==> config.mk <==
export PLATFORM = sky130hd
export DESIGN_NAME = fetch_stage
export DESIGN_NICKNAME = d
export VERILOG_FILES = /design/src/mips_pkg.sv /design/src/fetch_stage.sv
export SDC_FILE = /design/constraint.sdc
export NUM_CORES = 2
export LEC_CHECK = 0
export BUFFER_PORTS_ARGS = -buffer_cell sky130_fd_sc_hd__buf_4
export CORE_ASPECT_RATIO = 1.1
export CORE_MARGIN = 2
export CORE_UTILIZATION = 40
export CTS_CLUSTER_SIZE = 24
export DETAILED_ROUTE_END_ITERATION = 8
export GPL_TIMING_DRIVEN = 1
export PLACE_DENSITY = 0.58
export SYNTH_ARGS = -nofsm -noshare
export SYNTH_HDL_FRONTEND = slang
export SYNTH_SLANG_ARGS = --single-unit
==> constraint.sdc <==
create_clock -name i_clock -period 4.49 [get_ports i_clock]
set_input_delay 0.2245 -clock i_clock [delete_from_list [all_inputs] [get_ports i_clock]]
set_output_delay 0.2245 -clock i_clock [all_outputs]
set_load 0.005 [all_outputs]
==> src/mips_pkg.sv <==
package mips_pkg;

    localparam int WORD_W    = 32;
    localparam int REG_W     = 5;
    localparam int IM_ADDR_W = 6;   // 64 instruction words
    localparam int IMM_W     = 16;

    typedef logic [WORD_W-1:0]    word_t;
    typedef logic [REG_W-1:0]     reg_addr_t;
    typedef logic [IM_ADDR_W-1:0] im_addr_t;
    typedef logic [IMM_W-1:0]     imm_t;

    typedef enum logic [5:0] {
        OP_SPECIAL = 6'h00,
        OP_ADDI    = 6'h08,
        OP_ANDI    = 6'h0c,
        OP_ORI     = 6'h0d,
        OP_LW      = 6'h23,
        OP_SW      = 6'h2b,
        OP_HALT    = 6'h3f
    } opcode_t;

    typedef enum logic [5:0] {
        FN_ADDU = 6'h21,
        FN_SUBU = 6'h23,
        FN_AND  = 6'h24,
        FN_OR   = 6'h25,
        FN_XOR  = 6'h26,
        FN_SLT  = 6'h2a
    } funct_t;

    typedef enum logic [2:0] {
        ALU_ADD,
        ALU_SUB,
        ALU_AND,
        ALU_OR,
        ALU_XOR,
        ALU_SLT
    } alu_op_t;

    typedef enum logic [1:0] {
        DBG_LOAD,
        DBG_RUN,
        DBG_HALTED
    } dbg_state_t;

endpackage

==> src/fetch_stage.sv <==
module fetch_stage (
    input  logic               i_clock,
    input  logic               i_reset,
    input  logic               i_run,
    input  logic               i_stall,
    input  logic               i_im_we,
    input  mips_pkg::im_addr_t i_im_waddr,
    input  mips_pkg::word_t    i_im_wdata,
    output mips_pkg::word_t    o_instr
);
    import mips_pkg::*;

    word_t    imem [2**IM_ADDR_W];
    im_addr_t pc;  // Word address

    always_ff @(posedge i_clock) begin
        if (i_im_we) begin
            imem[i_im_waddr] <= i_im_wdata;
        end
    end

    always_ff @(posedge i_clock) begin
        if (i_reset) begin
            pc      <= '0;
            o_instr <= '0;  // Zero word decodes as no-op
        end else if (i_run && !i_stall) begin
            pc      <= pc + 1'b1;
            o_instr <= imem[pc];
        end
    end

    // Program is loaded only while the pipeline is held
    a_no_load_while_running: assert property (@(posedge i_clock) disable iff (i_reset)
        i_im_we |-> !i_run);

endmodule

==> impl_metrics.tcl <==
set metrics [dict create \
    relSlewSlack_pct 24.7 \
    path_delay_family "compound AO/OA/AOI/OAI gates" \
    tightest_slew_ns 1.13 \
    grt_pass1_vias 39000 \
    finClkSkew_ns 0.0280 \
    nNetsFinal 3951 \
    place.gp.congestion 0.807 \
    fin_ws_ns 0.962 \
    clock_sinks 2086 \
    async_flop_share_pct 0 \
    avgRoutedWirePerCell_microns 32.0 \
    clk_pin_slew_ns 0.06 \
    period_minus_slack_ns 3.53 \
    die_area_sq_um 203000 \
    drc 0 \
    crit_fanout 30 \
    internal_power_mw 31.3 \
    synth_area_sq_um 79700 \
    cp_num_buf_inv 2 \
    post-place-ws_ns 1.03 \
    crit_type "reg2reg" \
    p_seq_share_pct 54.9 \
    syn-num-nets 3686 \
    setup_viol 0 \
    ys_warn_count 0 \
    totalNegativeSetupSlack_ns 0 \
    p_sw_mw 8.10 \
    area.growth.synth_to_final_pct 14.1 \
    synth_largest_area_cell "edfxtp_1" \
    antenna_found_initial 5 \
    post-cts-setup-buffers 0 \
    hold_viol_final 0 \
    synthTopCellsByArea "edfxtp_1, mux4_2, mux2i_1" \
    postCtsResizedCells 0 \
    critPathLaunchType "register" \
    p_comb_share_pct 4.2 \
    synth_top_area_share_pct 77.2 \
    start_util_pct 40.3 \
    grt_max_degree 77 \
    mostFrequentLayoutCells "edfxtp_1, mux4_2, mux2i_1, buf_4, clkbuf_16" \
    io_buffer_count 74 \
    synth-main-ff-cell "edfxtp_1" \
    drt-total-wl_microns 213000 \
    numCtsBuffers 194 \
    final_area_sq_um 91000 \
    ant_nets 0 \
    io_pins 75 \
    setup.worst_path.end_class "register" \
    place.detailed.hpwl_microns 124000 \
    finalCritPeriodShare_pct 78.6 \
    power_density_nw_per_um2 433 \
    htreeDepth 4 \
    drt_pass1_iterations 6 \
    hold_path_class "in2reg" \
    rsz0062_at_grt "no" \
    fp.coreArea_sq_um 198000 \
    synth_seq_cells 2086 \
    clock-root-buffer "clkbuf_16" \
    via_per_inst 5.81 \
    crit_path_top_delay_cell "dfxtp_4" \
    synth_cell_type_count 57 \
    cts_tree "built" \
    synth-edff-count 2048 \
    power_leakage_nw 27.6 \
    dpl-instance-area_sq_um 84400 \
    layout_commonest_cell "edfxtp_1" \
    vias 38700 \
    crit_required_ns 5.17 \
    dieHeight_microns 472 \
    crit_arrival_ns 4.21 \
    grt_first_pass_wirelength_microns 300000 \
    die_w_microns 430 \
    layout-drive-gt1-share_pct 25.6 \
    seq_area_frac_synth_pct 78.1 \
    ir_drop_v 0.000407 \
    hold_buffers 36 \
    dr.first_iter.drc_count 4347 \
    status "complete, no violations" \
    grt_use_total_pct 20.9 \
    synth.avg_cell_area_sq_um 21.9 \
    clkLatencyLatePin_ns 0.84 \
    maxCapViolCount 0 \
    max_freq_ghz 0.283 \
    syn_inst 3642 \
    clkPwrFrac_pct 40.9 \
    path_cells "buf_4 -> buf_4 -> mux4_2 -> a211o_1 -> o21ai_0 -> o21ai_0" \
    slowest_delay_ns 0.81 \
    fp-row-count 171 \
    slew_violations 0 \
    clockBufferDepth 3 \
    grt-ovfl-total 0 \
    p_sw_share_pct 20.6 \
]
-- state kept, by name, indices dropped and copies added, names as in the netlist --
register,count
imem,2048
o_instr,32
pc,6
-- worst min-delay path, cell delays in order --
cell	delay, ns
buf_4	0.15
nand2_1	0.16
nor2_4	0.15
-- worst paths after layout --
kind	from	end	slack [ns]	cells after the start
worst max-delay path	pc[0]	o_instr[27]	0.96	6
worst min-delay path	i_im_waddr[2]	imem[55][10]	0.06	3
worst max register to register	pc[0]	o_instr[27]	0.96	6
worst min register to register	o_instr[22]	o_instr[22]	0.55	1
-- metal layers --
layer  up-vias  routed length, microns  track usage [%]
met4         4                    6680             7.01
li1      16000                       -                -
met2      1445                  105000             34.2
met5         -                      27                0
met3       294                   14200             3.74
met1     21000                   87100             28.2
-- Yosys cell counts, types with 18 or more instances --
library cell,instances
a21oi_1,70
buf_2,71
o22ai_1,20
o22a_1,18
mux2i_1,244
nor2_1,103
a221oi_1,31
nand2_1,79
nand3_1,30
edfxtp_1,2048
buf_4,44
dfxtp_1,38
clkbuf_1,72
a22oi_1,25
o21ai_0,62
o221ai_1,47
mux2_2,28
mux4_2,414
-- power by group through the flow --
stage               combinational (mW)  clock [mW]  sequential [mW]
finish                            1.66        16.1             21.6
global route                      1.77        17.1             21.6
CTS                               1.68        16.4             21.6
detailed placement                1.66           0             22.0
global placement                  1.63           0             22.0
floorplan                        0.969           0             22.0
-- cell families (layout without fill, tap and decap cells) --
kind of cell | after synthesis | in the layout | share of synthesized area, %
muxes | 696 | 696 | 15.5
and+or+nand+nor | 258 | 258 | 1.41
buffers and inverters | 215 | 630 | 1.47
other | 0 | 1 | 0
AOI/OAI and AO/OA | 382 | 382 | 3.46
xor gates and xnor gates | 4 | 4 | 0.0440
adders and majority gates | 1 | 1 | 0.0157
DFF | 2086 | 2086 | 78.1
-- final cells by class --
cell class              count  area [sq um]
diodes                      1          2.50
clock inverters            89           851
multi-input cells        1341         16800
flip-flops and latches   2086         62300
fillers                 16400        107000
inverters                   3          13.8
repair buffers            281          2470
clock buffers             257          5300
well taps                2595          3250
-- stage by stage --
step / hold WS (ns) / utilization [%] / power [mW] / cells
2_1_floorplan: 0.323 / - / 22.9 / 3642
3_3_place_gp: 0.512 / 42.7 / 23.7 / 6270
3_5_place_dp: 0.520 / 42.7 / 23.7 / 6270
4_1_cts: 0.0177 / 46.0 / 39.7 / 6652
5_1_grt: 0.0672 / 46.0 / 40.5 / 6653
6_report: 0.0645 / 46.0 / 39.4 / 6653
No activity file was read; power rests on OpenSTA's default activity.
