==> src/mips_pkg.sv <==
package mips_pkg;

    localparam int WORD_W    = 32;
    localparam int REG_W     = 5;
    localparam int IM_ADDR_W = 6;   // 64 instruction words
    localparam int IMM_W     = 16;

    typedef logic [WORD_W-1:0]    word_t;
    typedef logic [REG_W-1:0]     reg_addr_t;
    typedef logic [IM_ADDR_W-1:0] im_addr_t;
    typedef logic [IMM_W-1:0]     imm_t;

    typedef enum logic [5:0] {
        OP_SPECIAL = 6'h00,
        OP_ADDI    = 6'h08,
        OP_ANDI    = 6'h0c,
        OP_ORI     = 6'h0d,
        OP_LW      = 6'h23,
        OP_SW      = 6'h2b,
        OP_HALT    = 6'h3f
    } opcode_t;

    typedef enum logic [5:0] {
        FN_ADDU = 6'h21,
        FN_SUBU = 6'h23,
        FN_AND  = 6'h24,
        FN_OR   = 6'h25,
        FN_XOR  = 6'h26,
        FN_SLT  = 6'h2a
    } funct_t;

    typedef enum logic [2:0] {
        ALU_ADD,
        ALU_SUB,
        ALU_AND,
        ALU_OR,
        ALU_XOR,
        ALU_SLT
    } alu_op_t;

    typedef enum logic [1:0] {
        DBG_LOAD,
        DBG_RUN,
        DBG_HALTED
    } dbg_state_t;

endpackage

==> src/memory_stage.sv <==
module memory_stage #(
    parameter int DM_ADDR_BITS = 5
) (
    input  logic                i_clock,
    input  logic                i_reset,
    input  logic                i_run,
    input  mips_pkg::word_t     i_mem_result,
    input  mips_pkg::word_t     i_mem_store_data,
    input  mips_pkg::reg_addr_t i_mem_dest,
    input  logic                i_mem_reg_write,
    input  logic                i_mem_mem_read,
    input  logic                i_mem_mem_write,
    input  logic                i_mem_halt,
    output logic                o_wb_we,
    output mips_pkg::reg_addr_t o_wb_reg,
    output mips_pkg::word_t     o_wb_data,
    output logic                o_wb_halt
);
    import mips_pkg::*;

    word_t                   dmem [2**DM_ADDR_BITS];
    logic [DM_ADDR_BITS-1:0] dm_addr;
    word_t                   wb_sel;

    assign dm_addr = i_mem_result[DM_ADDR_BITS+1:2];  // Drop byte offset
    assign wb_sel  = i_mem_mem_read ? dmem[dm_addr] : i_mem_result;

    always_ff @(posedge i_clock) begin
        if (i_run && i_mem_mem_write) begin
            dmem[dm_addr] <= i_mem_store_data;
        end
    end

    always_ff @(posedge i_clock) begin
        if (i_reset) begin
            o_wb_we   <= 1'b0;
            o_wb_halt <= 1'b0;
        end else if (i_run) begin
            o_wb_we   <= i_mem_reg_write;
            o_wb_halt <= i_mem_halt;
        end
    end

    always_ff @(posedge i_clock) begin
        if (i_run) begin
            o_wb_reg  <= i_mem_dest;
            o_wb_data <= wb_sel;
        end
    end

    a_word_aligned: assert property (@(posedge i_clock) disable iff (i_reset)
        (i_mem_mem_read || i_mem_mem_write) |-> i_mem_result[1:0] == 2'b00);

endmodule

==> config.mk <==
export PLATFORM = sky130hd
export DESIGN_NAME = memory_stage
export DESIGN_NICKNAME = d
export VERILOG_FILES = /design/src/mips_pkg.sv /design/src/memory_stage.sv
export SDC_FILE = /design/constraint.sdc
export NUM_CORES = 1
export LEC_CHECK = 0
export ABC_AREA = 1
export BUFFER_PORTS_ARGS = -buffer_cell sky130_fd_sc_hd__buf_2
export CAP_MARGIN = 20
export CORE_MARGIN = 8
export CORE_UTILIZATION = 30
export CTS_CLUSTER_DIAMETER = 60
export DETAILED_ROUTE_END_ITERATION = 10
export PLACE_DENSITY_LB_ADDON = 0.15
export SYNTH_ARGS = -nofsm -noshare
export SYNTH_HDL_FRONTEND = slang
export SYNTH_SLANG_ARGS = --single-unit
==> constraint.sdc <==
create_clock -name i_clock -period 6.4 [get_ports i_clock]
set_input_delay 0.96 -clock i_clock [delete_from_list [all_inputs] [get_ports i_clock]]
set_output_delay 0.96 -clock i_clock [all_outputs]
set_load 0.02 [all_outputs]
==> metrics.md <==
| Metric | Value |
|---|---|
| Synthesis-to-layout area growth | 15.69% |
| Reg2Reg Launch Point | dmem[21][18] |
| CP Capture Type | flop |
| Core footprint | 0.1450 mm² |
| Final Hold Fails | 0 |
| Die area | 0.1581 mm² |
| Reg clk slew, reported paths | 0.06 ns |
| Worst-Margin Slew | 1.048 ns |
| Grt ovf | 0 |
| Worst hold path type | in2reg |
| Power Density | 302.4 mW/mm² |
| Pre-CTS WS | 1.814 ns |
| Routed WL | 142100 µm |
| Row count | 140 |
| H-tree Lvls | 3 |
| Die Y | 397.6 µm |
| Max frequency | 263.7 MHz |
| Reg area | 0.03190 mm² |
| Synth area leader | edfxtp_1 |
| Skew-Pair Late Insertion Delay | 0.74 ns |
| Main synth FF type | edfxtp_1 |
| Share of flip-flops with an asynchronous set or reset | 0% |
| Tmin final | 3.792 ns |
| Post-route ant nets | 0 |
| DR vias | 28580 |
| Worst-path fanout max | 55 |
| Final setup margin | 2.608 ns |
| Synthesized area | 0.04368 mm² |
| Synth top cells by count | nand2_1 (2514), edfxtp_1 (1061), nor2_1 (103) |
| Post-Syn Nets | 4164 |
| Flops & latches, synth | roughly 1100 |
| All-Layer GR Usage | 17.60% |
| 1st-iter DRT viols | 2253 |
| Worst Min Path Start | i_mem_dest[2] |
| Synth area leaders | edfxtp_1 (73%), nand2_1 (22%), nand3_1 (1.1%) |
| Slew HR | 30.00% |
| Setup TNS | 0 ns |
| Clk_skew | around 0.049 ns |
| Port-buffer cells | about 110 |
| RePlAce Congestion | roughly 0.75 |
| Worst Setup SP | i_mem_result[2] |
| Final setup violation count | 0 |
| Footprint of the multi-input gates | 0.01088 mm² |
| Syn Inst Count | 4088 |
| Kind of critical path | in2reg |
| Clk buf depth | 3 |
| CTS buffer count | between 100 and 150 |
| Cts hold-fix bufs | 0 |
| Fraction of layout cells with a size suffix above 1 | 9.839% |
| Design Area, Final | around 0.05 mm² |
| DP HPWL | 80430 µm |
| Tot Pwr | 15.28 mW |
| Slew Limit Fails | 0 |
| Synthesis Warnings | 0 |
| I/O pin cnt | between 100 and 150 |
| Global-route wire length before repair | 203300 µm |
| Root Driver | clkbuf_16 |
| DRC | 0 |
| Post-Place Cell Area | 0.04679 mm² |
| Worst setup SP type | input pin |
| # clock sinks | 1063 |
| Required @ worst endpoint | 6.76 ns |
| Max FFs per register | 1024 |
| Initial antenna violation count | 16 |
| Area share of the leading cell type in the synthesized netlist | 72.94% |
| Syn_area_per_cell | 10.68 µm² |
| Largest net degree at the start of global routing | ~170 |
| Initial core utilization | 30.11% |
| RSZ-0062 raised after global routing | false |
| Lkg Pwr | 20.14 nW |
| CP arrival | 4.15 ns |
| DR pass1 iterations | 7 |
| Seq/Total Area, Yosys | 73.04% |
| Setup repair bufs after CTS | 0 |
| Via density | 4.595 |
| Status | completed |
| Top-count cell post-synth | nand2_1 |
| Vias in the first global route | 27910 |
| Resized cells post-CTS | 0 |
| Filler instances | 14620 |
| Post-route clock period utilization | roughly 59% |
| Die Wd | 397.6 µm |
| Number of synthesized flops with an enable pin | 1061 |
| DR WL/cell | around 23 µm |
| Nets | approximately 4300 |
| CTS tree | built |
| Yosys cell types | 21 |
| Max-cap violation count | 0 |
| Worst vdd ir | 0.2311 mV |
path summary, 6_finish.rpt:
check	to	slack, ns	cells after the start
worst max-delay path	dmem[7][30]	2.61	7
worst min register to register	o_wb_halt	0.45	2
worst min-delay path	o_wb_reg[2]	0.39	1
worst max register to register	o_wb_data[18]	4.41	10
cell families after synthesis:
| family | synth area share, % |
|---|---|
| AOI/OAI and AO/OA | 0.1490 |
| DFF | 73.04 |
| and+or+nand+nor | 24.08 |
| buffers and inverters | 2.739 |
stage by stage:
stage | cells | hold WS, ns | utilization, %
2_1_floorplan | 4088 | 0.5295 | -
3_3_place_gp | 5995 | 0.4466 | 32.17
3_5_place_dp | 6000 | 0.4529 | 32.26
4_1_cts | 6216 | 0.3188 | 34.83
5_1_grt | 6217 | 0.3376 | 34.84
6_report | 6220 | 0.3876 | 34.84
cells in the final DEF, fill, tap and decap left out:
cell,count
clkinvlp_4,2
clkinv_2,20
nand2_1,2514
clkinv_8,3
inv_8,3
clkinv_4,4
clkinv_16,2
or2_2,24
clkinv_1,28
buf_2,111
bufinv_16,8
buf_8,1
buf_16,4
clkbuf_16,119
nand3_1,99
nor3_4,3
inv_16,1
nor3_2,1
clkbuf_8,1
buf_4,64
a22oi_1,4
o21ai_1,1
inv_2,5
buf_12,7
diode_2,4
nor2_4,37
edfxtp_1,1061
dfxtp_1,2
a21oi_1,6
inv_1,68
nor2_1,68
clkbuf_1,25
inv_6,3
where the power goes:
part / switching, mW / internal (mW) / leakage (nW)
Sequential: 0.0231 / 7.73 / 9.59
Combinational: 0.689 / 0.201 / 8.73
Clock: 2.89 / 3.74 / 1.82
final cells by class:
cell class	instances	share of cell area [%]
clock inverters	72	1.310
well taps	1917	4.747
clock buffers	144	6.079
inverters	75	0.5868
diodes	4	0.01981
repair buffers	188	2.602
flip-flops and latches	1063	63.13
multi-input cells	2757	21.53
critical path: stages:
cell     delay (ns)
buf_8          0.28
buf_4          0.62
nand2_1        0.13
inv_2          0.30
nand2_1        0.52
nor2_4         0.74
buf_4          0.47
routing by layer:
layer | share of wire (%) | GRT usage (%) | vias up
met4 | 2.5 | 4.514 | 4
met2 | 46 | 28.24 | 693
met1 | 46 | 24.73 | 14100
li1 | - | - | 13590
met3 | 5.4 | 3.075 | 199
met5 | 0.018 | 0 | -
(Power assumes the default switching activity.)
