==> config.mk <==
export PLATFORM = sky130hd
export DESIGN_NAME = decode_stage
export DESIGN_NICKNAME = d
export VERILOG_FILES = /design/src/mips_pkg.sv /design/src/reg_file.sv /design/src/decode_stage.sv
export SDC_FILE = /design/constraint.sdc
export NUM_CORES = 2
export LEC_CHECK = 0
export BUFFER_PORTS_ARGS = -buffer_cell sky130_fd_sc_hd__buf_4
export CAP_MARGIN = 20
export CORE_MARGIN = 5
export CORE_UTILIZATION = 55
export DETAILED_ROUTE_END_ITERATION = 8
export PLACE_DENSITY = 0.85
export SYNTH_ARGS = -nofsm -noshare
export SYNTH_HDL_FRONTEND = slang
export SYNTH_HIERARCHICAL = 1
export SYNTH_SLANG_ARGS = --single-unit
==> constraint.sdc <==
create_clock -name i_clock -period 2.04 [get_ports i_clock]
set_input_delay 0.102 -clock i_clock [delete_from_list [all_inputs] [get_ports i_clock]]
set_output_delay 0.102 -clock i_clock [all_outputs]
set_load 0.01 [all_outputs]
==> src/mips_pkg.sv <==
package mips_pkg;

    localparam int WORD_W    = 32;
    localparam int REG_W     = 5;
    localparam int IM_ADDR_W = 6;   // 64 instruction words
    localparam int IMM_W     = 16;

    typedef logic [WORD_W-1:0]    word_t;
    typedef logic [REG_W-1:0]     reg_addr_t;
    typedef logic [IM_ADDR_W-1:0] im_addr_t;
    typedef logic [IMM_W-1:0]     imm_t;

    typedef enum logic [5:0] {
        OP_SPECIAL = 6'h00,
        OP_ADDI    = 6'h08,
        OP_ANDI    = 6'h0c,
        OP_ORI     = 6'h0d,
        OP_LW      = 6'h23,
        OP_SW      = 6'h2b,
        OP_HALT    = 6'h3f
    } opcode_t;

    typedef enum logic [5:0] {
        FN_ADDU = 6'h21,
        FN_SUBU = 6'h23,
        FN_AND  = 6'h24,
        FN_OR   = 6'h25,
        FN_XOR  = 6'h26,
        FN_SLT  = 6'h2a
    } funct_t;

    typedef enum logic [2:0] {
        ALU_ADD,
        ALU_SUB,
        ALU_AND,
        ALU_OR,
        ALU_XOR,
        ALU_SLT
    } alu_op_t;

    typedef enum logic [1:0] {
        DBG_LOAD,
        DBG_RUN,
        DBG_HALTED
    } dbg_state_t;

endpackage

==> src/reg_file.sv <==
module reg_file (
    input  logic                i_clock,
    input  logic                i_reset,
    input  logic                i_we,
    input  mips_pkg::reg_addr_t i_waddr,
    input  mips_pkg::word_t     i_wdata,
    input  mips_pkg::reg_addr_t i_raddr_a,
    input  mips_pkg::reg_addr_t i_raddr_b,
    output mips_pkg::word_t     o_rdata_a,
    output mips_pkg::word_t     o_rdata_b,
    input  mips_pkg::reg_addr_t i_dbg_raddr,
    output mips_pkg::word_t     o_dbg_rdata
);
    import mips_pkg::*;

    word_t regs [2**REG_W];
    logic  wr_en;

    assign wr_en       = i_we && (i_waddr != '0);  // r0 stays zero
    assign o_dbg_rdata = regs[i_dbg_raddr];

    // Write-through so decode sees the value retiring this cycle
    function automatic word_t read_port(reg_addr_t addr);
        return (wr_en && addr == i_waddr) ? i_wdata : regs[addr];
    endfunction

    always_comb begin
        o_rdata_a = read_port(i_raddr_a);
        o_rdata_b = read_port(i_raddr_b);
    end

    always_ff @(posedge i_clock) begin
        if (i_reset) begin
            for (int i = 0; i < 2**REG_W; i++) begin
                regs[i] <= '0;
            end
        end else if (wr_en) begin
            regs[i_waddr] <= i_wdata;
        end
    end

endmodule

==> src/decode_stage.sv <==
module decode_stage (
    input  logic                i_clock,
    input  logic                i_reset,
    input  logic                i_run,
    input  mips_pkg::word_t     i_instr,
    input  logic                i_wb_we,
    input  mips_pkg::reg_addr_t i_wb_reg,
    input  mips_pkg::word_t     i_wb_data,
    input  mips_pkg::reg_addr_t i_dbg_raddr,
    output mips_pkg::word_t     o_dbg_rdata,
    output logic                o_stall,
    output mips_pkg::alu_op_t   o_ex_alu_op,
    output mips_pkg::word_t     o_ex_a,
    output mips_pkg::word_t     o_ex_b,
    output mips_pkg::word_t     o_ex_imm,
    output logic                o_ex_use_imm,
    output mips_pkg::reg_addr_t o_ex_rs,
    output mips_pkg::reg_addr_t o_ex_rt,
    output mips_pkg::reg_addr_t o_ex_dest,
    output logic                o_ex_reg_write,
    output logic                o_ex_mem_read,
    output logic                o_ex_mem_write,
    output logic                o_ex_halt
);
    import mips_pkg::*;

    opcode_t   opcode;
    funct_t    funct;
    reg_addr_t rs, rt, rd;
    imm_t      imm;
    word_t     imm_ext, rdata_a, rdata_b;
    alu_op_t   alu_op;
    logic      use_imm, sign_ext, dest_rt, reg_write, mem_read, mem_write, is_halt;
    logic      load_use, bubble;
    logic      halt_seen;  // HALT already sent to execute

    assign opcode  = opcode_t'(i_instr[31:26]);
    assign funct   = funct_t'(i_instr[5:0]);
    assign rs      = i_instr[25:21];
    assign rt      = i_instr[20:16];
    assign rd      = i_instr[15:11];
    assign imm     = i_instr[15:0];
    assign imm_ext = sign_ext ? {{(WORD_W-IMM_W){imm[IMM_W-1]}}, imm}
                              : {{(WORD_W-IMM_W){1'b0}}, imm};

    always_comb begin
        alu_op    = ALU_ADD;
        use_imm   = 1'b1;
        sign_ext  = 1'b1;
        dest_rt   = 1'b1;
        reg_write = 1'b0;
        mem_read  = 1'b0;
        mem_write = 1'b0;
        is_halt   = 1'b0;
        case (opcode)
            OP_SPECIAL: begin
                use_imm   = 1'b0;
                dest_rt   = 1'b0;
                reg_write = 1'b1;
                case (funct)
                    FN_ADDU: alu_op = ALU_ADD;
                    FN_SUBU: alu_op = ALU_SUB;
                    FN_AND:  alu_op = ALU_AND;
                    FN_OR:   alu_op = ALU_OR;
                    FN_XOR:  alu_op = ALU_XOR;
                    FN_SLT:  alu_op = ALU_SLT;
                    default: reg_write = 1'b0;  // Unknown funct
                endcase
            end
            OP_ADDI: reg_write = 1'b1;
            OP_ANDI, OP_ORI: begin
                alu_op    = (opcode == OP_ANDI) ? ALU_AND : ALU_OR;
                sign_ext  = 1'b0;
                reg_write = 1'b1;
            end
            OP_LW: begin
                reg_write = 1'b1;
                mem_read  = 1'b1;
            end
            OP_SW:   mem_write = 1'b1;
            OP_HALT: is_halt = 1'b1;
            default: ;  // Unknown opcode writes nothing
        endcase
    end

    // Loaded value is not ready until MEM/WB
    assign load_use = o_ex_mem_read && (o_ex_dest != '0) &&
                      (o_ex_dest == rs || o_ex_dest == rt);
    assign bubble   = load_use || halt_seen;
    assign o_stall  = bubble || is_halt;

    reg_file u_reg_file (
        .i_clock, .i_reset,
        .i_we(i_wb_we), .i_waddr(i_wb_reg), .i_wdata(i_wb_data),
        .i_raddr_a(rs), .i_raddr_b(rt), .o_rdata_a(rdata_a), .o_rdata_b(rdata_b),
        .i_dbg_raddr, .o_dbg_rdata
    );

    always_ff @(posedge i_clock) begin
        if (i_reset) begin
            o_ex_reg_write <= 1'b0;
            o_ex_mem_read  <= 1'b0;
            o_ex_mem_write <= 1'b0;
            o_ex_halt      <= 1'b0;
            halt_seen      <= 1'b0;
        end else if (i_run) begin
            o_ex_reg_write <= reg_write && !bubble;
            o_ex_mem_read  <= mem_read && !bubble;
            o_ex_mem_write <= mem_write && !bubble;
            o_ex_halt      <= is_halt && !bubble;
            halt_seen      <= halt_seen || (is_halt && !load_use);
        end
    end

    always_ff @(posedge i_clock) begin
        if (i_run) begin
            o_ex_alu_op  <= alu_op;
            o_ex_a       <= rdata_a;
            o_ex_b       <= rdata_b;
            o_ex_imm     <= imm_ext;
            o_ex_use_imm <= use_imm;
            o_ex_rs      <= rs;
            o_ex_rt      <= rt;
            o_ex_dest    <= dest_rt ? rt : rd;
        end
    end

endmodule

==> out/qor.csv <==
metric,value,unit
pre-CTS setup slack,-0.237,ns
Final setup viols,48,
Max clock buf depth,3,
count of cell instances traversed by the critical path,4,
overall via count from detail_route,49638,
number of fill cells,6959,
leading register cell type out of synthesis,sky130_fd_sc_hd__edfxtp_1,
power density over the cells,765,mW/mm²
remaining routing DRC violations,0,
"Slowest-stage cell, CP",sky130_fd_sc_hd__mux4_2,
failing checks,setup timing,
worst min path class,in -> reg,
RD Place Congestion,0.959,
area grow syn2layout,21.4,%
synthesized area,0.0651,mm²
final setup margin,-0.758,ns
worst r2r src,u_reg_file/regs[2][14],
Std-Cell Rows,126,
Synth Instances,4044,
classification of the worst setup path,reg -> out,
cells traversed along the worst timing path,"mux4_2, mux4_2, mux2_4, buf_6",
launching element type of the critical path,flip-flop,
setup slack on the worst flop-to-flop path,-0.07,ns
antenna violation net count after detailed routing,0,
maximum fanout encountered on the critical timing path,2,
outcome,finished with violations,
HPWL after DPL,146000,µm
count of flip-flops with a built-in enable after synthesis,1124,
cell chosen for the clock root,sky130_fd_sc_hd__clkbuf_16,
number of antenna violations at the first check in global routing,17,
clock edge transition at the registers on the reported setup and hold paths,0.07,ns
setup clock skew after layout,0.0286,ns
TritonRoute pass-1 iters,9,
fraction of registers with async set/reset,0,%
Slew headroom,45.2,%
pin count of the biggest net entering global routing,51,
floorplan core area,0.118,mm²
number of distinct library cell variants in the gate-level netlist after synthesis,54,
worst slew pin tran,0.823,ns
TNS Setup,-22.30,ns
Global Route met1 Usage,43.9,%
Worst Setup End Kind,output pin,
Synth Area per Inst,16.1,µm²
fraction of the yosys area taken by sequential cells,52.0,%
area share of the largest cell type after synthesis,51.8,%
worst vdd rail ir drop,0.786,mV
library cell appearing most often on the critical path,sky130_fd_sc_hd__mux4_2,
starting density of the core,55.3,%
Final period util,137,%
Cell Count Post-Placement,5788,
average wire length per cell after detail routing,39.5,µm
share of final-layout standard cells stronger than drive strength 1,43.9,%
"Clk Latency, worst-skew pair",0.74,ns
total chip power,60.5,mW
"flops & latches, synth",1129,
average vias per placed instance,7.89,
CTS tree,yes,
io pins,230,
sum of routed wire length over all layers,248000,µm
time the worst path needs with I/O delays and setup,2.80,ns
leakage power,27.6,nW
number of H-tree levels,3,
most repeated cell in the gate-level netlist after synthesis,sky130_fd_sc_hd__edfxtp_1,
biggest area contributors in the synthesized netlist,"sky130_fd_sc_hd__edfxtp_1 (52%), sky130_fd_sc_hd__mux4_2 (29%), sky130_fd_sc_hd__and2_1 (9.2%)",
Max Freq,357,MHz
die height,354,µm
vias in the first global route,49356,
Die W,354,µm
MaxCap Viol Count,0,
grt met2 use,56.1,%
die area,0.125,mm²
"Largest stage delay, worst path",0.54,ns
Total GRT Usage,38.7,%
dominant delay contributor by cell family on the critical path,multiplexers,
list of most frequent post-synthesis cells,"sky130_fd_sc_hd__edfxtp_1 (1124), sky130_fd_sc_hd__and2_1 (962), sky130_fd_sc_hd__mux4_2 (831)",
path depth of the worst reg2reg path,6,
most used routing layer,met2,
total number of clock tree sinks,1129,
most area-hungry cell type in the Yosys netlist,sky130_fd_sc_hd__edfxtp_1,
Pins Over Slew Limit,0,
total clock buffers created by CTS,111,
aggregate global routing overflow,0,
critical path startpoint,u_reg_file/regs[0][0],
Synth warnings,6,
number of nets in the layout,4701,
initial detailed-routing violation count,9666,
final number of hold-violating endpoints,0,
number of buffer and inverter instances along the worst setup path,1,
final std cells w/o fill,6290,
GR Layer Usage met3,18.1,%
data arrival time at the worst-slack endpoint,2.70,ns
Worst Path Required,1.94,ns
Fin Hold WS,0.0551,ns
quantity of I/O buffers inserted on ports,229,
endpoint of the worst-slack reg-to-reg timing path,o_ex_a[14],
first-pass GRT wire length,347000,µm
RSZ-0062 raised after global routing,true,
Critical Path Sink,o_dbg_rdata[0],
## sequential cells by signal, summed over array words and instances, names as in the netlist
signal,count
o_ex_a,32
o_ex_mem_read,1
o_ex_halt,1
o_ex_rt,5
o_ex_reg_write,1
o_ex_dest,5
o_ex_alu_op,3
o_ex_rs,5
o_ex_b,32
o_ex_use_imm,1
o_ex_mem_write,1
halt_seen,1
o_ex_imm,17
u_reg_file/regs,1024
## tightest hold or removal path: cells and delay by family
| family | cells | cell delay (ns) |
|---|---|---|
| and+or+nand+nor | 1 | 0.17 |
| buffers and inverters | 2 | 0.23 |
| AOI/OAI and AO/OA | 1 | 0.09 |
## layout by cell type, fill, tap and decap left out, types with 32 or more instances in the layout
cell type / count
sky130_fd_sc_hd__mux2_4: 32
sky130_fd_sc_hd__mux4_2: 831
sky130_fd_sc_hd__conb_1: 32
sky130_fd_sc_hd__clkbuf_16: 113
sky130_fd_sc_hd__and2_1: 962
sky130_fd_sc_hd__nor4_1: 58
sky130_fd_sc_hd__dlygate4sd3_1: 68
sky130_fd_sc_hd__buf_4: 638
sky130_fd_sc_hd__nor3_1: 35
sky130_fd_sc_hd__buf_12: 169
sky130_fd_sc_hd__o22ai_1: 220
sky130_fd_sc_hd__mux2_2: 61
sky130_fd_sc_hd__edfxtp_1: 1124
sky130_fd_sc_hd__diode_2: 35
sky130_fd_sc_hd__buf_6: 35
## layer usage
metal / part of all wire (%) / vias up
li1: - / 17565
met5: 0.052 / -
met3: 19 / 1981
met4: 11 / 10
met2: 43 / 6387
met1: 27 / 23695
## report_power, final
| group | switching, mW | total (mW) | internal (mW) | leakage (nW) |
|---|---|---|---|---|
| combinational | 5.13 | 10.4 | 5.31 | 15.0 |
| clock | 9.63 | 22.0 | 12.4 | 1.85 |
| sequential | 1.08 | 28.1 | 27.0 | 10.8 |
| total | 15.8 | 60.5 | 44.7 | 27.6 |
## area by class of cell
type / instances / area, µm² / share of cell area (%)
flip-flops and latches: 1129 / 33900 / 42.8
multi-input cells: 2460 / 30000 / 38.0
repair buffers: 917 / 9370 / 11.8
clock buffers: 134 / 2920 / 3.69
well taps: 1536 / 1920 / 2.43
clock inverters: 75 / 902 / 1.14
diodes: 35 / 87.6 / 0.111
inverters: 4 / 15.0 / 0.0190
## worst min-delay path by stage
stage | startpoint | to | slack [ns] | cells after the start
after global placement | i_instr[7] | o_ex_imm[7] | 0.28 | 1
after CTS | i_wb_data[30] | o_ex_a[30] | 0.004 | 4
after floorplan | i_reset | o_ex_mem_read | 0.17 | 1
after detailed placement | i_instr[8] | o_ex_imm[8] | 0.28 | 1
after global routing | i_wb_data[30] | o_ex_a[30] | 0.06 | 4
final | i_wb_data[30] | o_ex_a[30] | 0.06 | 4
## logic make-up after synthesis
family	count (synthesis)	share of synthesized area (%)
other cells	1	0.00576
simple gates	1202	11.4
buf+inv	486	3.13
mux	934	30.5
compound gates	270	2.67
xor+xnor	22	0.296
flops	1129	52.0
## metrics by stage
step           cell area, µm²  utilization [%]
2_1_floorplan           65300                -
3_3_place_gp            72500             61.6
3_5_place_dp            72500             61.6
4_1_cts                 78300             66.5
5_1_grt                 79000             67.1
6_report                79100             67.2
## timing repair
action | 4_1_cts | 5_1_grt
hold buffers | 68 | 0
resized for setup | 65 | 47
endpoints found under the setup margin | 33 | 47
endpoints found under the hold margin | 1076 | 0
cloned | 0 | 0
pin swaps | 4 | 12
setup buffers | 138 | 58
Note: power is estimated with default switching activity, not from simulation.
