`src/mips_pkg.sv`:
```
package mips_pkg;

    localparam int WORD_W    = 32;
    localparam int REG_W     = 5;
    localparam int IM_ADDR_W = 6;   // 64 instruction words
    localparam int IMM_W     = 16;

    typedef logic [WORD_W-1:0]    word_t;
    typedef logic [REG_W-1:0]     reg_addr_t;
    typedef logic [IM_ADDR_W-1:0] im_addr_t;
    typedef logic [IMM_W-1:0]     imm_t;

    typedef enum logic [5:0] {
        OP_SPECIAL = 6'h00,
        OP_ADDI    = 6'h08,
        OP_ANDI    = 6'h0c,
        OP_ORI     = 6'h0d,
        OP_LW      = 6'h23,
        OP_SW      = 6'h2b,
        OP_HALT    = 6'h3f
    } opcode_t;

    typedef enum logic [5:0] {
        FN_ADDU = 6'h21,
        FN_SUBU = 6'h23,
        FN_AND  = 6'h24,
        FN_OR   = 6'h25,
        FN_XOR  = 6'h26,
        FN_SLT  = 6'h2a
    } funct_t;

    typedef enum logic [2:0] {
        ALU_ADD,
        ALU_SUB,
        ALU_AND,
        ALU_OR,
        ALU_XOR,
        ALU_SLT
    } alu_op_t;

    typedef enum logic [1:0] {
        DBG_LOAD,
        DBG_RUN,
        DBG_HALTED
    } dbg_state_t;

endpackage

```
`src/debug_ctrl.sv`:
```
module debug_ctrl (
    input  logic i_clock,
    input  logic i_reset,
    input  logic i_load_req,
    output logic o_load_ack,
    input  logic i_start,
    input  logic i_rd_req,
    output logic o_rd_ack,
    input  logic i_wb_halt,
    output logic o_halt,
    output logic o_run,
    output logic o_im_we
);
    import mips_pkg::*;

    dbg_state_t state;
    logic       idle;

    // No transfer in progress on either port
    assign idle    = !i_load_req && !o_load_ack && !i_rd_req && !o_rd_ack;
    assign o_im_we = (state == DBG_LOAD) && i_load_req && !o_load_ack;
    assign o_run   = (state == DBG_RUN);
    assign o_halt  = (state == DBG_HALTED);

    always_ff @(posedge i_clock) begin
        if (i_reset) begin
            state      <= DBG_LOAD;
            o_load_ack <= 1'b0;
            o_rd_ack   <= 1'b0;
        end else begin
            if (o_im_we) begin
                o_load_ack <= 1'b1;
            end else if (!i_load_req) begin
                o_load_ack <= 1'b0;
            end

            if (i_rd_req && !o_rd_ack && state != DBG_RUN) begin
                o_rd_ack <= 1'b1;
            end else if (!i_rd_req) begin
                o_rd_ack <= 1'b0;
            end

            case (state)
                DBG_LOAD: if (i_start && idle) state <= DBG_RUN;
                DBG_RUN:  if (i_wb_halt) state <= DBG_HALTED;
                default:  state <= state;  // Halted until reset
            endcase
        end
    end

    a_no_ack_in_run: assert property (@(posedge i_clock) disable iff (i_reset)
        state == DBG_RUN |-> !o_load_ack && !o_rd_ack);

    a_load_ack_fall: assert property (@(posedge i_clock) disable iff (i_reset)
        $fell(o_load_ack) |-> !$past(i_load_req));

    a_rd_ack_fall: assert property (@(posedge i_clock) disable iff (i_reset)
        $fell(o_rd_ack) |-> !$past(i_rd_req));

endmodule

```
`config.mk`:
```
export PLATFORM = sky130hd
export DESIGN_NAME = debug_ctrl
export DESIGN_NICKNAME = d
export VERILOG_FILES = /design/src/mips_pkg.sv /design/src/debug_ctrl.sv
export SDC_FILE = /design/constraint.sdc
export NUM_CORES = 1
export LEC_CHECK = 0
export ABC_CLOCK_PERIOD_IN_PS = 1100
export BUFFER_PORTS_ARGS = -buffer_cell sky130_fd_sc_hd__buf_2
export CELL_PAD_IN_SITES_DETAIL_PLACEMENT = 1
export CELL_PAD_IN_SITES_GLOBAL_PLACEMENT = 2
export CORE_AREA = 8 8 45 47
export CTS_CLUSTER_SIZE = 8
export DETAILED_ROUTE_END_ITERATION = 10
export DIE_AREA = 0 0 53 55
export PLACE_DENSITY_LB_ADDON = 0.1
export SKIP_CTS_REPAIR_TIMING = 1
export SLEW_MARGIN = 15
export SYNTH_ARGS = -nofsm -noshare
export SYNTH_HDL_FRONTEND = slang
export SYNTH_SLANG_ARGS = --single-unit
```
`constraint.sdc`:
```
create_clock -name i_clock -period 1.1 [get_ports i_clock]
set_input_delay 0.22 -clock i_clock [delete_from_list [all_inputs] [get_ports i_clock]]
set_output_delay 0.22 -clock i_clock [all_outputs]
set_load 0.005 [all_outputs]
```
==> results of run 1 <==
## kinds of logic (layout without fill, tap and decap cells)
| family | after synthesis | after routing | synth area share [%] |
|---|---|---|---|
| DFF | 4 | 4 | 46.0 |
| and+or+nand+nor | 8 | 8 | 28.8 |
| buffers and inverters | 2 | 16 | 4.31 |
| AOI/OAI and AO/OA | 4 | 4 | 20.9 |
## area by class of cell
class	count	area, sq um
fillers	173	1090
multi-input cells	12	95.1
flip-flops and latches	4	87.6
repair buffers	11	57.6
clock buffers	3	22.5
well taps	16	20.0
inverters	2	7.51
## metal layers
metal  share of wire, %  routed length [um]  track usage (%)  vias up
met3                 13                  74             4.55        0
met4                  0                   0                0        0
li1                   -                   -                -       97
met2                 48                 275             6.64        7
met5                  0                   0                0        -
met1                 40                 229             3.96       83
## synthesized netlist by cell type
library cell,instances
nor2_1,3
inv_2,1
inv_1,1
dfxtp_1,4
a21oi_1,1
o211a_1,1
a32o_2,1
and2b_2,1
o311a_1,1
nand2b_1,1
nor4b_1,2
nor4_1,1
## path summary, 6_finish.rpt
check                 from  endpoint  slack [ns]  depth (start not counted)
setup reg to reg  state[0]  state[0]        0.20                          2
setup / recovery  state[1]   o_im_we        -0.1                          2
hold / removal     i_reset  state[1]        0.18                          2
hold reg to reg   state[1]  state[1]        0.54                          2
## flip-flops by register name, summed over array words and instances, names as in the netlist
register / flops
o_load_ack: 1
o_rd_ack: 1
state: 2
## worst reg2reg max path: stages (launching register included)
cell	delay, ns
dfxtp_4	0.36
nor4b_1	0.31
a32o_2	0.16
## power groups by stage
stage	registers [mW]	logic, mW	clock network [mW]
2_1_floorplan	0.161	0.0174	0
3_3_place_gp	0.163	0.0431	0
3_5_place_dp	0.163	0.0413	0
4_1_cts	0.160	0.0414	0.194
5_1_grt	0.158	0.0487	0.206
6_report	0.158	0.0431	0.182
## metrics by stage
stage | hold WS, ns | TNS, ns | cells | power, mW | setup slack (ns)
after floorplan | 0.292 | 0 | 18 | 0.178 | 0.187
after global placement | 0.426 | 0 | 44 | 0.206 | 0.0964
after detailed placement | 0.424 | 0 | 44 | 0.204 | 0.0511
after CTS | 0.177 | -0.484 | 47 | 0.396 | -0.205
after global routing | 0.177 | -0.351 | 48 | 0.413 | -0.164
final | 0.176 | -0.187 | 48 | 0.383 | -0.0982
==> qor.txt, run 1 <==
status = finished, violations left
failing checks = negative setup slack
# diodes = 0
Starting Density = 12.6%
Comb pwr share = 11.3%
TritonCTS Sinks = 4
crit path time final = 1.20 ns
Routed WL = 578 um
nets = 40
Util after Layout = 21.0%
layout cells sized above 1 = 65.6%
startpoint types = flip-flop
initial antenna violation count = 0
Root Buffer = clkbuf_4
Psw = 0.0861 mW
MaxCap Viol Count = 0
Hold WC Path Type = in -> reg
DR iter-0 viols = 2
crit-path cells = nor4b_2 -> buf_2
peak supply drop = 0.000599 V
top achievable clock speed = 0.835 GHz
crit path DAT = 0.98 ns
cells after synthesis = 18
Worst Clk Skew = 0.00402 ns
Slew Limit Fails = 0
wire per inst = 12.0 um
row cnt = 14
Hold Vio Cnt, Final = 0
synth warn = 0
htree depth = 1
clk_lat worst skew = 0.23 ns
DPL Wire Length = 475 um
CTS tree = built
Layout area overhead = 66.9%
Die X = 53 um
critical path's slowest cell = dfxtp_4
Slew @ Worst Pin = 0.267 ns
crit-path leading delay family = flip-flops
CTS buffer count = 3
die area = 2920 sq um
Clock power frac = 47.6%
number of global-route vias before repair = 206
#FFs+latches synth = 4
Max clock buf depth = 2
Final WS setup = -0.0982 ns
gpl congestion = 0.641
# setup viols final = 3
total internal power = 0.297 mW
Seq pwr share = 41.2%
DRT antenna net count = 0
clock-pin slew on the worst setup and hold paths = 0.04 ns
leading cell type in the layout, fill and taps excluded = buf_2
first-pass GRT wire length = 883 um
Max-slew headroom = 82.0%
Port Buffers = 10
Netlist cell types = 12
Synth area leaders = dfxtp_1 (46%), nor4b_1 (10%), a32o_2 (6.5%)
Tot GR Track Use = 4.21%
most frequent cells in the layout = buf_2 (10), clkbuf_4 (3), nor2_1 (2), dfxtp_1 (2), dfxtp_4 (2)
grt total ovfl = 0
post-synth net total = 24
Die Y = 55 um
pwr dens = 1320 nW/um^2
top cell type by total area after synthesis = dfxtp_1
Max stage delay on crit path = 0.36 ns
Crit path buffers/inverters = 1
TritonRoute pass-1 iters = 2
RSZ-0062 raised after global routing = true
largest net degree at the start of global routing = 9
Synth Area per Inst = 9.66 sq um
static leakage = 0.147 nW
Yosys top cell area share = 46.0%
core area = 1380 sq um
DR vias = 187
crit end category = primary output
placed standard-cell area = 244 sq um
Design Area, Final = 290 sq um
part of the cycle the worst path needs = 109%
post-synthesis sequential area ratio = 46.0%
switching share of power = 22.5%
data required time of the critical path = 0.88 ns
via-per-instance ratio = 3.90
drt drc = 0
critical path type = reg -> out
Synth Cell Area = 174 sq um
Max FO, Critical Path = 7
I/O Pins = 11
No activity file was read; power rests on OpenSTA's default activity.
==> run 2, diff against run 1 <==
- PLACE_DENSITY_LB_ADDON: 0.1 -> 0.12
==> qor.txt, run 2 (same netlist as run 1, synthesis figures left out) <==
first-pass GRT wire length = 890 um
Util after Layout = 20.8%
Max-slew headroom = 81.7%
die area = 2920 sq um
core area = 1380 sq um
Slew @ Worst Pin = 0.271 ns
most frequent cells in the layout = buf_2 (10), nor2_1 (3), clkbuf_4 (3), dfxtp_1 (2), dfxtp_4 (2)
Routed WL = 558 um
htree depth = 1
register bank with the most flops = state
TritonRoute pass-1 iters = 2
Worst Clk Skew = 0.00155 ns
DRT antenna net count = 0
Hold Vio Cnt, Final = 0
DR iter-0 viols = 2
Root Buffer = clkbuf_4
Die Y = 55 um
startpoint types = flip-flop
crit path DAT = 0.98 ns
TritonCTS Sinks = 4
Tot GR Track Use = 4.64%
# setup viols final = 2
gpl congestion = 0.654
fill count = 174
row cnt = 14
Slew Limit Fails = 0
peak supply drop = 0.000355 V
layout cells sized above 1 = 62.5%
max reg flops = 2
I/O Pins = 11
Hold WC Path Type = in -> reg
CTS buffer count = 3
Max clock buf depth = 2
critical path type = reg -> out
pwr dens = 1300 nW/um^2
Layout area overhead = 65.5%
Design Area, Final = 288 sq um
number of global-route vias before repair = 204
Port Buffers = 10
status = finished, violations left
crit path time final = 1.20 ns
grt total ovfl = 0
CTS tree = built
RSZ-0062 raised after global routing = true
wire per inst = 11.6 um
Starting Density = 12.6%
Final WS setup = -0.0970 ns
drt drc = 0
crit end category = primary output
failing checks = negative setup slack
initial antenna violation count = 0
largest net degree at the start of global routing = 9
via-per-instance ratio = 3.92
part of the cycle the worst path needs = 109%
# diodes = 0
top achievable clock speed = 0.835 GHz
Max FO, Critical Path = 6
clock-pin slew on the worst setup and hold paths = 0.04 ns
clk_lat worst skew = 0.23 ns
DR vias = 188
Die X = 53 um
nets = 40
static leakage = 0.148 nW
MaxCap Viol Count = 0
leading cell type in the layout, fill and taps excluded = buf_2
Largest regs = state (2), o_load_ack (1), o_rd_ack (1)
placed standard-cell area = 244 sq um
data required time of the critical path = 0.88 ns
==> run 2: area by class of cell <==
class | instances | area, sq um | area share, %
Clock buffer | 3 | 22.5 | 7.83
Inverter | 2 | 7.51 | 2.61
Multi-Input combinational cell | 12 | 92.6 | 32.2
Sequential cell | 4 | 87.6 | 30.4
Tap cell | 16 | 20.0 | 6.96
Timing Repair Buffer | 11 | 57.6 | 20.0
==> run 2: path summary, 6_finish.rpt <==
path / to / slack, ns / startpoint / cells after the start
hold / removal: state[1] / 0.18 / i_reset / 2
setup / recovery: o_im_we / -0.1 / state[1] / 2
setup reg to reg: state[0] / 0.15 / state[1] / 3
hold reg to reg: o_rd_ack / 0.54 / o_rd_ack / 1
==> run 2: per-stage QoR <==
stage | power, mW | hold slack [ns] | worst slack (ns) | TNS, ns | instances
2_1_floorplan | 0.178 | 0.292 | 0.187 | 0 | 18
3_3_place_gp | 0.205 | 0.425 | 0.0937 | 0 | 44
3_5_place_dp | 0.204 | 0.427 | 0.0697 | 0 | 44
4_1_cts | 0.387 | 0.177 | -0.186 | -0.419 | 47
5_1_grt | 0.413 | 0.175 | -0.143 | -0.262 | 48
6_report | 0.375 | 0.181 | -0.0970 | -0.150 | 48
==> run 2: layer usage <==
| metal | global-route usage [%] | vias up | share of wire (%) |
|---|---|---|---|
| met5 | 0 | - | 0 |
| li1 | - | 95 | - |
| met3 | 3.48 | 0 | 6.8 |
| met4 | 5.17 | 0 | 0 |
| met2 | 7.23 | 3 | 55 |
| met1 | 3.50 | 90 | 38 |
==> run 2: report_power, final <==
part	total [mW]	internal, mW	leakage (nW)	switching (mW)
Clock	0.174	0.122	0.0138	0.0530
Combinational	0.0436	0.0252	0.100	0.0184
Sequential	0.157	0.149	0.0344	0.00769
Total	0.375	0.296	0.148	0.0790
==> run 2: critical path, cell delays in order, from the launching register on <==
cell and delay, ns:
dfxtp_4 0.35, nor4b_2 0.25, buf_2 0.15
==> run 3, diff against run 2 <==
- GPL_TIMING_DRIVEN: unset -> 0
==> qor.txt, run 3 (same netlist as run 1, synthesis figures left out) <==
max reg flops = 2
FF-to-FF End = state[0]
most frequent cells in the layout = buf_2 (10), nor2_1 (3), clkbuf_4 (3), dfxtp_2 (2)
top achievable clock speed = 0.839 GHz
gpl congestion = 0.697
Tot GR Track Use = 4.27%
DPL Wire Length = 465 um
row cnt = 14
status = finished, violations left
Max-slew headroom = 83.2%
pwr dens = 1290 nW/um^2
register bank with the most flops = state
DR vias = 183
largest net degree at the start of global routing = 9
Crit. Startpoint = state[0]
DR iter-0 viols = 0
DRT antenna net count = 0
critical path type = reg -> out
leading cell type in the layout, fill and taps excluded = buf_2
drt drc = 0
crit path time final = 1.19 ns
TNS Setup = -0.155 ns
TritonCTS Sinks = 4
Max FO, Critical Path = 6
switching share of power = 20.7%
flop2flop setup slack = 0.21 ns
Worst Clk Skew = 0.00169 ns
# setup viols final = 2
Max clock buf depth = 2
first-pass GRT wire length = 876 um
critical path's slowest cell = dfxtp_4
CP Capture Point = o_im_we
Slew Limit Fails = 0
Largest regs = state (2), o_load_ack (1), o_rd_ack (1)
Routed WL = 555 um
initial antenna violation count = 0
htree depth = 1
Psw = 0.0788 mW
total internal power = 0.302 mW
core area = 1380 sq um
Root Buffer = clkbuf_4
CTS buffer count = 3
crit end category = primary output
via-per-instance ratio = 3.81
Die X = 53 um
cells on worst reg2reg path = 2
Slew @ Worst Pin = 0.248 ns
worst reg2reg path startpoint = state[0]
data required time of the critical path = 0.88 ns
Starting Density = 12.6%
crit-path cells = nor4b_4 -> buf_2
I/O Pins = 11
peak supply drop = 0.000493 V
wire per inst = 11.6 um
Max stage delay on crit path = 0.36 ns
clk_lat worst skew = 0.23 ns
crit path DAT = 0.97 ns
fill count = 172
hold path startpoint = i_reset
Hold WC Path Type = in -> reg
clock-pin slew on the worst setup and hold paths = 0.04 ns
grt total ovfl = 0
# diodes = 0
failing checks = negative setup slack
CTS tree = built
MaxCap Viol Count = 0
Clock power frac = 45.5%
TritonRoute pass-1 iters = 1
number of global-route vias before repair = 211
startpoint types = flip-flop
Final WS setup = -0.0921 ns
Die Y = 55 um
static leakage = 0.154 nW
Layout area overhead = 69.8%
nets = 40
die area = 2920 sq um
Hold Vio Cnt, Final = 0
Util after Layout = 21.3%
layout cells sized above 1 = 65.6%
part of the cycle the worst path needs = 108%
Port Buffers = 10
RSZ-0062 raised after global routing = true
Seq pwr share = 42.3%
Comb pwr share = 12.2%
[run 3: cell count changes in the layout (fill, tap and decap cells not counted)]
cell,before,now
dfxtp_1,2,1
dfxtp_4,2,1
nor4b_4,0,1
nor4b_2,1,0
dfxtp_2,0,2
[run 3: worst min path at each step]
stage / to / slack, ns / cells past startpoint
floorplan: state[1] / 0.29 / 1
global placement: state[1] / 0.43 / 2
detailed placement: state[1] / 0.42 / 2
CTS: state[1] / 0.17 / 2
global route: state[1] / 0.18 / 2
finish: state[1] / 0.18 / 2
[run 3: final cells by class]
class                      count  area (sq um)  area share, %
multi-input combinational     12           101           34.3
sequential                     4          86.3           29.2
timing repair buffer          11          57.6           19.5
clock buffer                   3          22.5           7.63
tap                           16          20.0           6.78
inverter                       2          7.51           2.54
[run 3: worst max-delay path: cells and delay by family (launching register included)]
kind	cells	cell delay [ns]
flip-flops	1	0.36
buffers and inverters	1	0.15
AND/OR/NAND/NOR	1	0.24
[run 3: power groups by stage]
stage / Clock (mW) / Sequential [mW] / Combinational (mW)
6_report: 0.173 / 0.161 / 0.0465
3_3_place_gp: 0 / 0.163 / 0.0422
3_5_place_dp: 0 / 0.162 / 0.0415
4_1_cts: 0.186 / 0.160 / 0.0416
2_1_floorplan: 0 / 0.161 / 0.0174
5_1_grt: 0.193 / 0.162 / 0.0520
[run 3: stage by stage]
step / area (sq um) / hold WS [ns] / setup slack (ns) / power [mW] / std cells
2_1_floorplan: 174 / 0.292 / 0.187 / 0.178 / 18
3_3_place_gp: 244 / 0.430 / 0.0614 / 0.205 / 44
3_5_place_dp: 244 / 0.422 / 0.0525 / 0.204 / 44
4_1_cts: 267 / 0.175 / -0.200 / 0.387 / 47
5_1_grt: 295 / 0.178 / -0.140 / 0.407 / 48
6_report: 295 / 0.176 / -0.0921 / 0.380 / 48
[run 3: routing by layer]
metal	routed length, um	track usage [%]	up-vias
met5	0	0	-
met4	0	2.59	0
met3	16	2.41	0
met2	310	7.42	3
met1	228	3.81	85
li1	-	-	95
